**src/common/mont_defines.svh**
```systemverilog
`ifndef MONT_DEFINES_SVH
`define MONT_DEFINES_SVH

// operand width N
`define MONT_WIDTH 1024

// accumulator width, room for sums up to 8m
`define MONT_ACC_WIDTH (`MONT_WIDTH + 4)

// radix-4, two bits of a per iteration
`define MONT_DIGIT_WIDTH 2

// one iteration per digit of a
`define MONT_ITERATIONS (`MONT_WIDTH / 2)

// counts 0 .. MONT_ITERATIONS-1
`define MONT_CNT_WIDTH 10

`endif

```
**src/common/mont_pkg.sv**
```systemverilog
`default_nettype none

package mont_pkg;

`include "mont_defines.svh"

    // plain operand word, a, b, m and the result
    typedef logic [`MONT_WIDTH-1:0] operand_t;

    // accumulator word, wide enough for acc + 3b + 3m
    typedef logic [`MONT_ACC_WIDTH-1:0] acc_t;

    // precomputed multiples, built once per multiplication
    typedef struct packed {
        acc_t b1;
        acc_t b2;
        acc_t b3;
        acc_t m1;
        acc_t m2;
        acc_t m3;
    } multiples_t;

    // sequencer states
    typedef enum logic [2:0] {
        st_idle,    // waiting for start
        st_load,    // operands captured, building multiples
        st_prep,    // accumulator cleared
        st_iterate, // one radix-4 step per cycle
        st_reduce   // final conditional subtraction
    } ctrl_state_t;

endpackage

`default_nettype wire

```
**src/montgomery_core/mont_controller.sv**
```systemverilog
`timescale 1ns/1ns
`default_nettype none

`include "mont_defines.svh"

module mont_controller (
    input  wire logic clk,
    input  wire logic resetn,
    input  wire logic start,
    output logic      capture,
    output logic      prep,
    output logic      clear,
    output logic      step,
    output logic      reduce
);
    import mont_pkg::*;

    ctrl_state_t                state;
    ctrl_state_t                state_next;
    logic [`MONT_CNT_WIDTH-1:0] cnt;       // iterations done so far
    logic                       last_step;

    assign last_step = (cnt == `MONT_CNT_WIDTH'(`MONT_ITERATIONS - 1));

    always_comb begin
        state_next = state;
        case (state)
            st_idle:    if (start) state_next = st_load; // busy starts are dropped
            st_load:    state_next = st_prep;
            st_prep:    state_next = st_iterate;
            st_iterate: if (last_step) state_next = st_reduce;
            st_reduce:  state_next = st_idle;
            default:    state_next = st_idle;
        endcase
    end

    always_ff @(posedge clk) begin
        if (!resetn) begin
            state <= st_idle;
            cnt   <= '0;
        end else begin
            state <= state_next;
            if (state == st_iterate) begin
                cnt <= cnt + `MONT_CNT_WIDTH'(1);
            end else begin
                cnt <= '0; // ready for the next run
            end
        end
    end

    // strobes straight from the state
    assign capture = (state == st_idle) && start; // sample on the start edge
    assign prep    = (state == st_load);
    assign clear   = (state == st_prep);
    assign step    = (state == st_iterate);
    assign reduce  = (state == st_reduce);

    // steps form one unbroken run that opens right after the clear cycle
    a_step_window: assert property (@(posedge clk) disable iff (!resetn)
        step |-> $past(step || clear));

endmodule

`default_nettype wire

```
**config.mk**
```make
export PLATFORM = sky130hd
export DESIGN_NAME = mont_controller
export DESIGN_NICKNAME = d
export VERILOG_FILES = /design/src/common/mont_pkg.sv /design/src/montgomery_core/mont_controller.sv
export VERILOG_INCLUDE_DIRS = /design/src /design/src/common
export SDC_FILE = /design/constraint.sdc
export NUM_CORES = 1
export LEC_CHECK = 0
export BUFFER_PORTS_ARGS = -buffer_cell sky130_fd_sc_hd__buf_2
export CELL_PAD_IN_SITES_DETAIL_PLACEMENT = 1
export CELL_PAD_IN_SITES_GLOBAL_PLACEMENT = 1
export CORE_MARGIN = 4
export CORE_UTILIZATION = 40
export CTS_BUF_LIST = sky130_fd_sc_hd__clkbuf_4
export DETAILED_ROUTE_END_ITERATION = 12
export PLACE_DENSITY_LB_ADDON = 0.1
export SYNTH_ARGS = -nofsm -noshare
export SYNTH_HDL_FRONTEND = slang
export SYNTH_SLANG_ARGS = --single-unit
```
**constraint.sdc**
```tcl
create_clock -name clk -period 1.7 [get_ports clk]
set_input_delay 0.34 -clock clk [delete_from_list [all_inputs] [get_ports clk]]
set_output_delay 0.34 -clock clk [all_outputs]
set_load 0.01 [all_outputs]
```
==> flow_summary.toml <==
[status]
outcome = "completed"

[finish]
final_area_sq_um = 651
nets = 78
drive_above_1_share_pct = 19.2
final_cell_count_no_fill = 88
area_growth_pct = 13.3
fill_cells = 173
num_antenna_cells = 0

[sta]
skew_ps = 16.3
rsz0062_at_grt = "false"
drv_slew = 0
setup_viol = 0
fmax_ghz = 0.654
slew-limit-headroom_pct = 78.2
tightest_slew_ps = 326
min_period_over_period_pct = 90.0
hold_violations = 0
fin_crit_ps = 1530
setup_ws_ps = 170
tns_ps = 0

[synth]
synthFlopType = "dfxtp_1"
synthMuxAreaShare_pct = 0
syn-num-nets = 68
synthAdderAreaFrac_pct = 2.18
synthTopCellsByArea = "dfxtp_1, a21oi_1, nor2_1"
yosys_warnings = 0
synth_xor_area_share_pct = 4.58
syn_inst = 64
synth_area_sq_um = 574
synth_compound_area_share_pct = 14.4
synth_top_family_by_area = "simple AND/OR/NAND/NOR gates"
synth_simple_gate_area_share_pct = 30.9
synth_edf_count = 0
yosys.area.top_type = "dfxtp_1"
synth_area_per_cell_sq_um = 8.97
synthDistinctLibCells = 25
ys_seq_elements = 13
async_reset_ff_share_pct = 0
synth_top_area_share_pct = 45.3
synth_seq_area_share_pct = 45.3

[placement]
gp_congestion = 0.661
placed_cells = 84
io_buffers = 7
placed_area_sq_um = 621
pre_cts_ws_ps = 264
dp_hpwl_microns = 903

[hold_path]
hold_end = "state[0]"
hold_path_class = "in -> reg"
min_from = "start"
min_path_cells = 3

[power]
p_sw_share_pct = 24.0
p_leak_nw = 0.226
peakVddDrop_mv = 0.430
clkPwrFrac_pct = 37.3
internal_power_mw = 0.435
pwr-share-comb_pct = 6.3
pwr_density_cell_mw_per_mm2 = 880
p_seq_share_pct = 56.4
switching_power_mw = 0.137

[detailed_routing]
firstDrtPassIters = 3
drcViolationCount = 0
drtAntennaViolNets = 0
first_iter_violations = 9
routed_via_density = 5.60
wl_per_cell_microns = 15.0
drt-total-wl_microns = 1320
dr_total_vias = 493

[setup_path]
rr_worst_depth = 4
critPathLaunchType = "register"
crit_arrival_ps = 1190
worstPathRequired_ps = 1360
cp_max_fo = 9
critPathKind = "reg -> out"
r2r_start = "cnt[0]"
r2r_setup_slack_ps = 250
end_kind = "primary output"
reg2reg_to = "cnt[8]"

[clock_tree]
post-cts-setup-buffers = 0
clockBufferDepth = 2
ctsHoldBuffers = 0
cts.clk_slew.worst_paths_ps = 90
cts_resized = 0
tritoncts = "yes"
clockRootBuffer = "clkbuf_4"
clk_latency_ps = 290
cts.sinks = 13
cts_made_buffers = 3
cts.htree.levels = 1

[floorplan]
initial_core_util_pct = 43.1
die_h_microns = 45.9
io_pins = 8
num_rows = 13
dieArea_sq_mm = 0.00211
dieWidth_microns = 45.9
core_area_sq_mm = 0.00133

[global_route]
grt_overflow = 0
grt_pass1_vias = 501
grt_max_degree = 11
grt_usage_pct = 16.1
grt_pass1_wl_microns = 2300
antenna_found_initial = 0

[run]
maxCapViolCount = 0
==> power groups by stage <==
stage,Combinational [mW],Clock [mW],Sequential (mW)
finish,0.0358,0.214,0.323
global route,0.0398,0.236,0.324
CTS,0.0365,0.214,0.322
detailed placement,0.0363,0,0.329
global placement,0.0354,0,0.329
floorplan,0.0324,0,0.319
==> stage by stage <==
stage | power (mW) | util, % | hold slack [ps]
3_3_place_gp | 0.364 | 46.5 | 443
3_5_place_dp | 0.365 | 46.5 | 454
2_1_floorplan | 0.351 | - | 430
5_1_grt | 0.600 | 48.8 | 428
4_1_cts | 0.572 | 48.8 | 414
6_report | 0.572 | 48.8 | 411
==> state kept, by name, summed over array words and instances (netlist names) <==
register  count
cnt          10
state         3
==> critical path, cell delays in order, from the launching register on <==
cell and delay (ps):
dfxtp_1 520, nor3b_1 220, buf_2 160
==> cells in the final DEF (no fill, tap or decap), drive strengths merged <==
master / Yosys / layout
a21boi: 1 / 1
a21oi: 5 / 5
and2: 1 / 1
buf: 0 / 7
clkbuf: 2 / 4
dfxtp: 13 / 13
ha: 1 / 1
inv: 2 / 2
nand2: 2 / 2
nand3: 4 / 4
nand4: 3 / 3
nor2: 6 / 6
nor2b: 2 / 2
nor3b: 3 / 3
nor4: 2 / 2
nor4b: 1 / 1
o21ai: 4 / 4
o21bai: 1 / 1
o31ai: 3 / 3
or3: 3 / 3
or4: 2 / 2
xnor2: 2 / 2
xor2: 1 / 1
==> how the worst max path moves through the flow <==
stage                  end     start  depth (start not counted)  slack [ps]
detailed placement  cnt[8]    cnt[0]                          4         260
global route         clear  state[1]                          2          60
floorplan           cnt[8]    cnt[0]                          4         400
CTS                  clear  state[1]                          2         190
global placement    cnt[8]    cnt[0]                          4         320
finish               clear  state[1]                          2         170
==> logic make-up after synthesis <==
family | Yosys count
buffers and inverters | 4
flip-flops | 13
AO/OA/AOI/OAI | 14
AND/OR/NAND/NOR | 29
adder cells (fa/ha/maj) | 1
XOR/XNOR | 3
==> cells in the mapped netlist (3+ instances only) <==
master / instances
dfxtp_1: 13
nor2_1: 6
a21oi_1: 5
o21ai_0: 4
nand3_1: 3
nor3b_1: 3
o31ai_1: 3
==> cell type report <==
type	instances	area (sq um)	share of cell area, %
clock buffers	4	30.0	4.62
inverters	2	7.51	1.15
multi-input cells	47	299	46.0
flip-flops and latches	13	260	40.0
well taps	15	18.8	2.88
repair buffers	7	35.0	5.38
==> per-layer routing <==
metal	track usage, %	vias up	wire length, microns
li1	-	251	-
met1	17.5	230	595
met2	26.9	7	632
met3	5.93	5	62
met4	8.52	0	30
met5	0	-	0
Power figures use the tool's default switching activity.
